**src/hw/warp_isa_pkg.sv**
```systemverilog
package warp_isa_pkg;

    // major opcodes, anything else decodes as illegal
    typedef enum logic [6:0] {
        OP_LOAD   = 7'b0000011,
        OP_ALU_I  = 7'b0010011,
        OP_STORE  = 7'b0100011,
        OP_ALU_R  = 7'b0110011,
        OP_BRANCH = 7'b1100011
    } opcode_e;

    // funct3 codes
    localparam logic [2:0] F3_ADD = 3'b000;   // add/sub share it, bit 30 picks
    localparam logic [2:0] F3_SLL = 3'b001;
    localparam logic [2:0] F3_SLT = 3'b010;
    localparam logic [2:0] F3_XOR = 3'b100;
    localparam logic [2:0] F3_SR  = 3'b101;   // srl/sra, bit 30 picks
    localparam logic [2:0] F3_OR  = 3'b110;
    localparam logic [2:0] F3_AND = 3'b111;
    localparam logic [2:0] F3_B   = 3'b000;   // memory access sizes
    localparam logic [2:0] F3_H   = 3'b001;
    localparam logic [2:0] F3_W   = 3'b010;

    typedef enum logic [1:0] {
        EX_ALU,
        EX_LSU,
        EX_BR,
        EX_ILLEGAL
    } ex_type_e;

    // {bit 30 modifier, funct3}
    typedef enum logic [3:0] {
        ADD = {1'b0, F3_ADD},
        SUB = {1'b1, F3_ADD},
        SLL = {1'b0, F3_SLL},
        SLT = {1'b0, F3_SLT},
        XOR = {1'b0, F3_XOR},
        SRL = {1'b0, F3_SR},
        SRA = {1'b1, F3_SR},
        OR  = {1'b0, F3_OR},
        AND = {1'b0, F3_AND}
    } alu_op_e;

    // {store, funct3}
    typedef enum logic [3:0] {
        LB = {1'b0, F3_B},
        LH = {1'b0, F3_H},
        LW = {1'b0, F3_W},
        SB = {1'b1, F3_B},
        SH = {1'b1, F3_H},
        SW = {1'b1, F3_W}
    } mem_op_e;

    // alu view for EX_ALU and EX_BR, mem view for EX_LSU
    typedef union packed {
        alu_op_e alu;
        mem_op_e mem;
    } op_u;

endpackage

```
**src/hw/warp_pipe_pkg.sv**
```systemverilog
package warp_pipe_pkg;

    // warp id width stays 3 for any NUM_WARPS, so at most 8 warps
    localparam int WID_W   = 3;
    localparam int TMASK_W = 4;   // one bit per thread

    // record handed over by fetch
    typedef struct packed {
        logic [WID_W-1:0]   wid;
        logic [TMASK_W-1:0] tmask;
        logic [31:0]        pc;
        logic [31:0]        instr;
    } fetch_t;

    // record produced by the decoder and held in the instruction buffer
    typedef struct packed {
        logic [WID_W-1:0]       wid;
        logic [TMASK_W-1:0]     tmask;
        logic [31:0]            pc;
        warp_isa_pkg::ex_type_e ex_type;
        warp_isa_pkg::op_u      op;        // meaning depends on ex_type
        logic [4:0]             rd;
        logic [4:0]             rs1;
        logic [4:0]             rs2;
        logic [31:0]            imm;       // sign extended
        logic                   use_imm;   // second operand from imm
        logic                   wb;        // writes rd
    } decode_t;

endpackage

```
**src/hw/inst_decoder.sv**
```systemverilog
`timescale 1ns/1ns

module inst_decoder (
    input  logic                   clk,
    input  logic                   reset,
    input  logic                   fetch_valid,
    input  warp_pipe_pkg::fetch_t  fetch,
    output logic                   fetch_ready,
    output logic                   dec_valid,
    output warp_pipe_pkg::decode_t dec,
    input  logic                   dec_ready
);

    warp_pipe_pkg::decode_t dec_n;
    logic [2:0]             funct3;
    logic                   alu_mod_i;
    logic [31:0]            imm_i;
    logic [31:0]            imm_s;
    logic [31:0]            imm_b;

    assign funct3    = fetch.instr[14:12];
    assign alu_mod_i = (funct3 == warp_isa_pkg::F3_SR) && fetch.instr[30];   // only srai
    assign imm_i     = {{20{fetch.instr[31]}}, fetch.instr[31:20]};
    assign imm_s     = {{20{fetch.instr[31]}}, fetch.instr[31:25], fetch.instr[11:7]};
    assign imm_b     = {{19{fetch.instr[31]}}, fetch.instr[31:25], fetch.instr[11:7], 1'b0};

    always_comb begin
        dec_n.wid     = fetch.wid;
        dec_n.tmask   = fetch.tmask;
        dec_n.pc      = fetch.pc;
        dec_n.rd      = fetch.instr[11:7];
        dec_n.rs1     = fetch.instr[19:15];
        dec_n.rs2     = fetch.instr[24:20];
        dec_n.ex_type = warp_isa_pkg::EX_ILLEGAL;   // unknown opcodes still flow on
        dec_n.op.alu  = warp_isa_pkg::ADD;
        dec_n.imm     = '0;
        dec_n.use_imm = 1'b0;
        dec_n.wb      = 1'b0;
        case (fetch.instr[6:0])
            warp_isa_pkg::OP_ALU_R: begin
                dec_n.ex_type = warp_isa_pkg::EX_ALU;
                dec_n.op.alu  = warp_isa_pkg::alu_op_e'({fetch.instr[30], funct3});
                dec_n.wb      = 1'b1;
            end
            warp_isa_pkg::OP_ALU_I: begin
                dec_n.ex_type = warp_isa_pkg::EX_ALU;
                dec_n.op.alu  = warp_isa_pkg::alu_op_e'({alu_mod_i, funct3});
                dec_n.imm     = imm_i;
                dec_n.use_imm = 1'b1;
                dec_n.wb      = 1'b1;
            end
            warp_isa_pkg::OP_LOAD: begin
                dec_n.ex_type = warp_isa_pkg::EX_LSU;
                dec_n.op.mem  = warp_isa_pkg::mem_op_e'({1'b0, funct3});
                dec_n.imm     = imm_i;
                dec_n.use_imm = 1'b1;
                dec_n.wb      = 1'b1;
            end
            warp_isa_pkg::OP_STORE: begin
                dec_n.ex_type = warp_isa_pkg::EX_LSU;
                dec_n.op.mem  = warp_isa_pkg::mem_op_e'({1'b1, funct3});
                dec_n.imm     = imm_s;
                dec_n.use_imm = 1'b1;
            end
            warp_isa_pkg::OP_BRANCH: begin
                dec_n.ex_type = warp_isa_pkg::EX_BR;
                dec_n.op.alu  = warp_isa_pkg::alu_op_e'({1'b0, funct3});   // condition in low bits
                dec_n.imm     = imm_b;
            end
            default: begin
            end
        endcase
    end

    // single output register, refilled when empty or drained this cycle
    assign fetch_ready = !dec_valid || dec_ready;

    always_ff @(posedge clk) begin
        if (reset) begin
            dec_valid <= 1'b0;
        end else if (fetch_ready) begin
            dec_valid <= fetch_valid;
        end
        if (fetch_valid && fetch_ready) begin
            dec <= dec_n;
        end
    end

endmodule

```
**src/hw/instr_buffer.sv**
```systemverilog
`timescale 1ns/1ns

module instr_buffer #(
    parameter int NUM_WARPS = 4,
    parameter int IBUF_SIZE = 4
) (
    input  logic                            clk,
    input  logic                            reset,
    input  logic                            freeze,
    input  logic                            enq_valid,
    input  warp_pipe_pkg::decode_t          enq,
    output logic                            enq_ready,
    output logic                            deq_valid,
    output warp_pipe_pkg::decode_t          deq,
    input  logic                            deq_ready,
    output logic [warp_pipe_pkg::WID_W-1:0] next_wid
);

    localparam int WID_W = warp_pipe_pkg::WID_W;
    localparam int CNTW  = $clog2(IBUF_SIZE + 1);
    localparam int NWW   = $clog2(NUM_WARPS + 1);

    logic [NUM_WARPS-1:0][CNTW-1:0] q_cnt;
    logic [NUM_WARPS-1:0][CNTW-1:0] w_cnt;     // queued plus the presented one
    warp_pipe_pkg::decode_t         q_data [NUM_WARPS];
    logic [NUM_WARPS-1:0]           cand;      // warps with a queued entry
    logic [NUM_WARPS-1:0]           cur_oh;
    logic [NUM_WARPS-1:0]           enq_oh;
    logic [NUM_WARPS-1:0]           push;
    logic [NUM_WARPS-1:0]           pop;
    logic [NUM_WARPS-1:0]           sched_r;   // warps still due in this pass
    logic [NUM_WARPS-1:0]           sched_n;
    logic [NUM_WARPS-1:0]           eligible;
    logic [NUM_WARPS-1:0]           pick_oh;
    logic [NUM_WARPS-1:0]           active_r;
    logic [NUM_WARPS-1:0]           active_n;
    logic [NWW-1:0]                 num_active_r;
    logic                           warp_added;
    logic                           warp_removed;
    logic                           deq_valid_n;
    warp_pipe_pkg::decode_t         deq_n;
    logic                           enq_fire;
    logic                           load_en;
    logic                           stay;
    logic                           bypass;

    assign enq_fire = enq_valid && enq_ready;
    assign load_en  = !deq_valid || deq_ready;   // output slot free next cycle

    for (genvar w = 0; w < NUM_WARPS; w++) begin : g_warp
        assign cur_oh[w] = deq_valid && (deq.wid == WID_W'(w));
        assign enq_oh[w] = (enq.wid == WID_W'(w));
        assign cand[w]   = (q_cnt[w] != '0);
        assign w_cnt[w]  = q_cnt[w] + CNTW'(cur_oh[w]);
        assign push[w]   = enq_fire && enq_oh[w] && !bypass;

        warp_queue #(
            .DEPTH (IBUF_SIZE),
            .DATAW ($bits(warp_pipe_pkg::decode_t))
        ) u_queue (
            .clk      (clk),
            .reset    (reset),
            .push     (push[w]),
            .pop      (pop[w]),
            .data_in  (enq),
            .data_out (q_data[w]),
            .count    (q_cnt[w])
        );
    end

    always_comb begin
        enq_ready = 1'b0;
        for (int i = 0; i < NUM_WARPS; i++) begin
            if (enq_oh[i]) enq_ready = (w_cnt[i] < CNTW'(IBUF_SIZE));
        end
    end

    // keep the current warp while it is alone or frozen and has more queued
    assign stay = deq_valid && (freeze || (num_active_r == NWW'(1))) && |(cand & cur_oh);

    always_comb begin
        eligible = sched_r & cand;
        if (eligible == '0) begin
            eligible = cand;   // start a new pass from the valid warps
        end
        pick_oh = '0;
        for (int i = NUM_WARPS - 1; i >= 0; i--) begin
            if (eligible[i]) pick_oh = NUM_WARPS'(1) << i;   // lowest id wins
        end
        deq_valid_n = deq_valid;
        deq_n       = deq;
        pop         = '0;
        bypass      = 1'b0;
        if (load_en) begin
            if (stay || (cand != '0)) begin
                pop         = stay ? cur_oh : pick_oh;
                deq_valid_n = 1'b1;
                for (int i = 0; i < NUM_WARPS; i++) begin
                    if (pop[i]) deq_n = q_data[i];
                end
            end else begin
                bypass      = enq_fire;   // nothing queued, present the new record directly
                deq_valid_n = enq_fire;
                deq_n       = enq;
            end
        end
        sched_n = sched_r;
        if (load_en && deq_valid_n) begin
            for (int i = 0; i < NUM_WARPS; i++) begin
                sched_n[i] = (WID_W'(i) > deq_n.wid);
            end
        end
    end

    always_comb begin
        active_n = active_r;
        for (int i = 0; i < NUM_WARPS; i++) begin
            if (deq_valid && deq_ready && cur_oh[i] && (w_cnt[i] == CNTW'(1))) begin
                active_n[i] = 1'b0;
            end
            if (enq_fire && enq_oh[i]) active_n[i] = 1'b1;
        end
    end

    assign warp_added   = |(active_n & ~active_r);
    assign warp_removed = |(active_r & ~active_n);

    always_ff @(posedge clk) begin
        if (reset) begin
            deq_valid    <= 1'b0;
            sched_r      <= '0;
            active_r     <= '0;
            num_active_r <= '0;
        end else begin
            deq_valid <= deq_valid_n;
            sched_r   <= sched_n;
            active_r  <= active_n;
            if (warp_added && !warp_removed) begin
                num_active_r <= num_active_r + 1'b1;
            end else if (warp_removed && !warp_added) begin
                num_active_r <= num_active_r - 1'b1;
            end
        end
        deq <= deq_n;
    end

    assign next_wid = deq_n.wid;

endmodule

```
**src/hw/warp_issue_top.sv**
```systemverilog
`timescale 1ns/1ns

module warp_issue_top #(
    parameter int NUM_WARPS = 4,
    parameter int IBUF_SIZE = 4
) (
    input  logic                            clk,
    input  logic                            reset,
    input  logic                            fetch_valid,
    input  warp_pipe_pkg::fetch_t           fetch,
    output logic                            fetch_ready,
    input  logic                            freeze,
    output logic                            issue_valid,
    output warp_pipe_pkg::decode_t          issue,
    input  logic                            issue_ready,
    output logic [warp_pipe_pkg::WID_W-1:0] next_wid
);

    logic                   dec_valid;
    logic                   dec_ready;
    warp_pipe_pkg::decode_t dec;

    inst_decoder u_decoder (
        .clk         (clk),
        .reset       (reset),
        .fetch_valid (fetch_valid),
        .fetch       (fetch),
        .fetch_ready (fetch_ready),
        .dec_valid   (dec_valid),
        .dec         (dec),
        .dec_ready   (dec_ready)
    );

    instr_buffer #(
        .NUM_WARPS (NUM_WARPS),
        .IBUF_SIZE (IBUF_SIZE)
    ) u_ibuf (
        .clk       (clk),
        .reset     (reset),
        .freeze    (freeze),
        .enq_valid (dec_valid),
        .enq       (dec),
        .enq_ready (dec_ready),
        .deq_valid (issue_valid),
        .deq       (issue),
        .deq_ready (issue_ready),
        .next_wid  (next_wid)
    );

endmodule

```
**src/hw/warp_queue.sv**
```systemverilog
`timescale 1ns/1ns

module warp_queue #(
    parameter int DEPTH = 4,
    parameter int DATAW = 32
) (
    input  logic                       clk,
    input  logic                       reset,
    input  logic                       push,
    input  logic                       pop,
    input  logic [DATAW-1:0]           data_in,
    output logic [DATAW-1:0]           data_out,
    output logic [$clog2(DEPTH+1)-1:0] count
);

    localparam int ADDRW = $clog2(DEPTH);
    localparam int CNTW  = $clog2(DEPTH + 1);

    logic [DATAW-1:0] mem [DEPTH];
    logic [ADDRW-1:0] rd_ptr;
    logic [ADDRW-1:0] wr_ptr;
    logic [ADDRW-1:0] rd_next;
    logic [ADDRW-1:0] wr_next;
    logic             head_from_in;
    logic             head_from_mem;

    // wrap explicitly so DEPTH need not be a power of two
    assign rd_next = (rd_ptr == ADDRW'(DEPTH - 1)) ? '0 : rd_ptr + 1'b1;
    assign wr_next = (wr_ptr == ADDRW'(DEPTH - 1)) ? '0 : wr_ptr + 1'b1;

    // head slot takes the new word when the queue is, or is about to be, empty
    assign head_from_in  = push && ((count == '0) || ((count == CNTW'(1)) && pop));
    assign head_from_mem = pop && (count > CNTW'(1));

    always_ff @(posedge clk) begin
        if (reset) begin
            rd_ptr <= '0;
            wr_ptr <= '0;
            count  <= '0;
        end else begin
            if (push) begin
                wr_ptr <= wr_next;
            end
            if (pop) begin
                rd_ptr <= rd_next;
            end
            if (push && !pop) begin
                count <= count + 1'b1;
            end else if (pop && !push) begin
                count <= count - 1'b1;
            end
        end
        if (push) begin
            mem[wr_ptr] <= data_in;
        end
        if (head_from_in) begin
            data_out <= data_in;
        end else if (head_from_mem) begin
            data_out <= mem[rd_next];   // entry behind the head is already stored
        end
    end

endmodule

```
**config.mk**
```make
export PLATFORM = sky130hd
export DESIGN_NAME = warp_issue_top
export DESIGN_NICKNAME = d
export VERILOG_FILES = /design/src/hw/warp_isa_pkg.sv /design/src/hw/warp_pipe_pkg.sv /design/src/hw/inst_decoder.sv /design/src/hw/instr_buffer.sv /design/src/hw/warp_issue_top.sv /design/src/hw/warp_queue.sv
export SDC_FILE = /design/constraint.sdc
export NUM_CORES = 2
export LEC_CHECK = 0
export BUFFER_PORTS_ARGS = -buffer_cell sky130_fd_sc_hd__buf_2
export CORE_MARGIN = 1.5
export CORE_UTILIZATION = 50
export DETAILED_ROUTE_END_ITERATION = 7
export PLACE_DENSITY = 0.72
export RECOVER_POWER = 50
export SLEW_MARGIN = 20
export SYNTH_ARGS = -nofsm -noshare
export SYNTH_HDL_FRONTEND = slang
export SYNTH_SLANG_ARGS = --single-unit
```
**constraint.sdc**
```tcl
create_clock -name clk -period 8.7 [get_ports clk]
set_clock_uncertainty 0.1 [all_clocks]
set_input_delay 0.435 -clock clk [delete_from_list [all_inputs] [get_ports clk]]
set_output_delay 0.435 -clock clk [all_outputs]
set_load 0.005 [all_outputs]
```
==> metrics.txt <==
status finished with violations; failing checks DRC, capacitance limit, slew limit; DR iter-0 viols 4274; Synth async-reset ratio 0%; Initial Util between 50 and 60%; syn avg cell area 21.3 sq um; area fraction of the dominant cell type after synthesis between 70% and 80%; Final ANT Viol Nets 0; clock sinks approximately 1700; most common library cell in the layout ignoring fill and taps edfxtp_1; Post-CTS Resized 0; Detail Placement HPWL 79600 um; Worst EP arrival 7360 ps; RSZ-0062 raised after global routing no; DR top layer met5; Power Density about 320 nW/um^2; Tcrit/Tclk final slightly above 80%; FF+latch count, synth ~1700; max incr delay on CP roughly 1500 ps; initial antenna violation count 5; Layout area overhead 12.9%; Final Critical Period 7090 ps; # setup viols final 0; Worst IR Drop VDD 0.363 mV; syn_nets about 3200; Critical-path top delay cell clkbuf_1; setup bufs post-CTS 0; WL final about 150000 um; Die Width ~360 um; Post-synth EDFFs 1647; DR DRC count 7; H-tree Lvls 4; metal1 wirelength 60800 um; layout cells sized above 1 24.0%; CP Class flip-flop to flip-flop; Setup TNS 0 ps; first-pass GRT wire length 220000 um; DIE AREA 133000 sq um; required time worst endpoint about 9000 ps; Clock Tree Buf Depth 3; vias in the first global route roughly 32000; Synth cell types ~60; wire length on met2 72000 um; worst skew pair latency between 700 and 800 ps; Gate Count Post-Synth 3078; worst-path cell chain inv_1, ha_1, nor2b_1, o22ai_1, o21ai_0, mux2i_4, clkbuf_1, nand2_1, o21bai_4, buf_4; wire per inst around 29 um; Fin. Hold Viols 0; worst setup margin around 1600 ps; largest cells by area after synthesis edfxtp_1 76%, mux4_2 10%, mux2_1 2.7%; CTS tree done; biggest fanout along the worst timing path 55; class of the worst hold path input port to flip-flop; largest net degree at the start of global routing 57; Leak Pwr about 24 nW; Worst setup EP type flip-flop; fmax about 0.14 GHz; IO Port Bufs roughly 170; Root Buffer clkbuf_16; fin nets 3499; Vias 32400; Slew HR -106%; met3 WL about 15000 um; IO Count ~180; GRT Residual Overflow 0; CTS Hold Bufs 69; ys flop type edfxtp_1; Core Rows about 130; sequential area share after synthesis between 70% and 80%; Startpoint Class flip-flop; Max-cap violations 13; largest area contributor in the netlist edfxtp_1; CTS clk-pin slew, worst paths about 60 ps; Ys Warns 0; dpl ws around 2800 ps; core area 130000 sq um; gr usage total between 20% and 30%; gpl congestion approximately 0.8; commonest non-fill, non-tap cells in the layout 1647 x edfxtp_1, 301 x mux4_2, 162 x clkbuf_16, 156 x mux2_1, 134 x mux2_2; Slew @ Worst Pin roughly 3100 ps; Slew Limit Fails a little under 400; Mapped Area between 60000 and 70000 sq um; clock buffer count from CTS between 150 and 200; Initial DRT Pass Iterations 8; vias per inst 6.18; Die Span Y around 360 um
==> cell type report <==
class / count / area [sq um]
Inverter: 41 / 155
Fill cell: 9463 / 55900
Antenna cell: 1 / 2.50
Clock inverter: 85 / 759
Sequential cell: 1691 / 50300
Clock buffer: 196 / 4200
Timing Repair Buffer: 302 / 1890
Multi-Input combinational cell: 1177 / 14400
Tap cell: 1742 / 2180
==> registers in the layout, indices dropped and copies added, names as in the netlist <==
signal                          flops
u_ibuf.g_warp.u_queue.wr_ptr        8
u_ibuf.active_r                     4
u_ibuf.g_warp.u_queue.data_out    300
u_ibuf.g_warp.u_queue.rd_ptr        8
u_ibuf.g_warp.u_queue.count        12
u_ibuf.g_warp.u_queue.mem        1200
u_ibuf.sched_r                      4
u_ibuf.deq                         75
u_decoder.dec                      75
u_decoder.dec_valid                 1
u_ibuf.num_active_r                 3
u_ibuf.deq_valid                    1
==> worst max-delay path: cells and delay by family, from the launching register on <==
| kind | cells | cell delay, ps |
|---|---|---|
| mux | 1 | 410 |
| simple gates | 2 | 750 |
| buf+inv | 3 | 2600 |
| fa+ha+maj | 1 | 190 |
| compound gates | 3 | 2240 |
| flops | 1 | 360 |
==> logic make-up (layout without fill, tap and decap cells) <==
logic type      Yosys count  count (layout)  synth area share [%]
other cells               0               1                     0
buf+inv                 210             624                  1.50
flops                  1691            1691                  76.9
simple gates            254             254                  1.87
xor+xnor                 14              14                 0.187
mux                     605             605                  15.6
fa+ha+maj                52              52                 0.993
compound gates          252             252                  3.02
==> synthesized netlist by cell type, types with 10 or more instances <==
| cell type | count |
|---|---|
| nor2b_1 | 18 |
| a222oi_1 | 73 |
| buf_4 | 29 |
| mux2_1 | 156 |
| dfxtp_1 | 44 |
| ha_1 | 52 |
| a22oi_1 | 76 |
| mux4_2 | 301 |
| nand3_1 | 11 |
| o21ai_0 | 14 |
| inv_1 | 41 |
| and2_1 | 14 |
| nor2_1 | 50 |
| clkbuf_1 | 108 |
| a21oi_1 | 33 |
| buf_2 | 14 |
| nand2b_1 | 10 |
| mux2_2 | 134 |
| nand2_1 | 105 |
| xor2_1 | 14 |
| edfxtp_1 | 1647 |
| mux2i_1 | 12 |
| or3_1 | 10 |
==> routing by layer <==
| layer | global-route usage [%] | up-vias |
|---|---|---|
| met5 | 0 | - |
| met4 | 6.69 | 4 |
| met3 | 5.41 | 222 |
| met2 | 36.0 | 1778 |
| met1 | 32.6 | 17000 |
| li1 | - | 13400 |
==> stage by stage <==
step           util, %  hold WS, ps  power [mW]  cells  cell area [sq um]
4_1_cts           57.1         18.7        24.8   5234              74100
6_report          56.9         81.3        23.4   5235              73900
2_1_floorplan        -          340        14.8   3078              65500
3_5_place_dp      52.7          383        18.1   4884              68400
3_3_place_gp      52.7          372        18.0   4884              68400
5_1_grt           56.9         51.8        24.3   5234              73900
==> where the power goes <==
| part | internal, mW | switching (mW) | total [mW] |
|---|---|---|---|
| Combinational | 2.34 | 4.22 | 6.56 |
| Sequential | 9.84 | 0.340 | 10.2 |
| Clock | 3.74 | 2.94 | 6.68 |
==> path summary, 6_finish.rpt <==
check / startpoint / endpoint / slack, ps / cells after the start
worst min register to register: u_ibuf.num_active_r[2] / u_ibuf.num_active_r[2] / 390 / 2
worst min-delay path: fetch[6] / u_decoder.dec[2] / 80 / 3
worst max-delay path: u_ibuf.g_warp[3].u_queue.count[0] / u_ibuf.g_warp[0].u_queue.data_out[67] / 1610 / 10
worst max register to register: u_ibuf.g_warp[3].u_queue.count[0] / u_ibuf.g_warp[0].u_queue.data_out[67] / 1610 / 10
(Power assumes the default switching activity.)
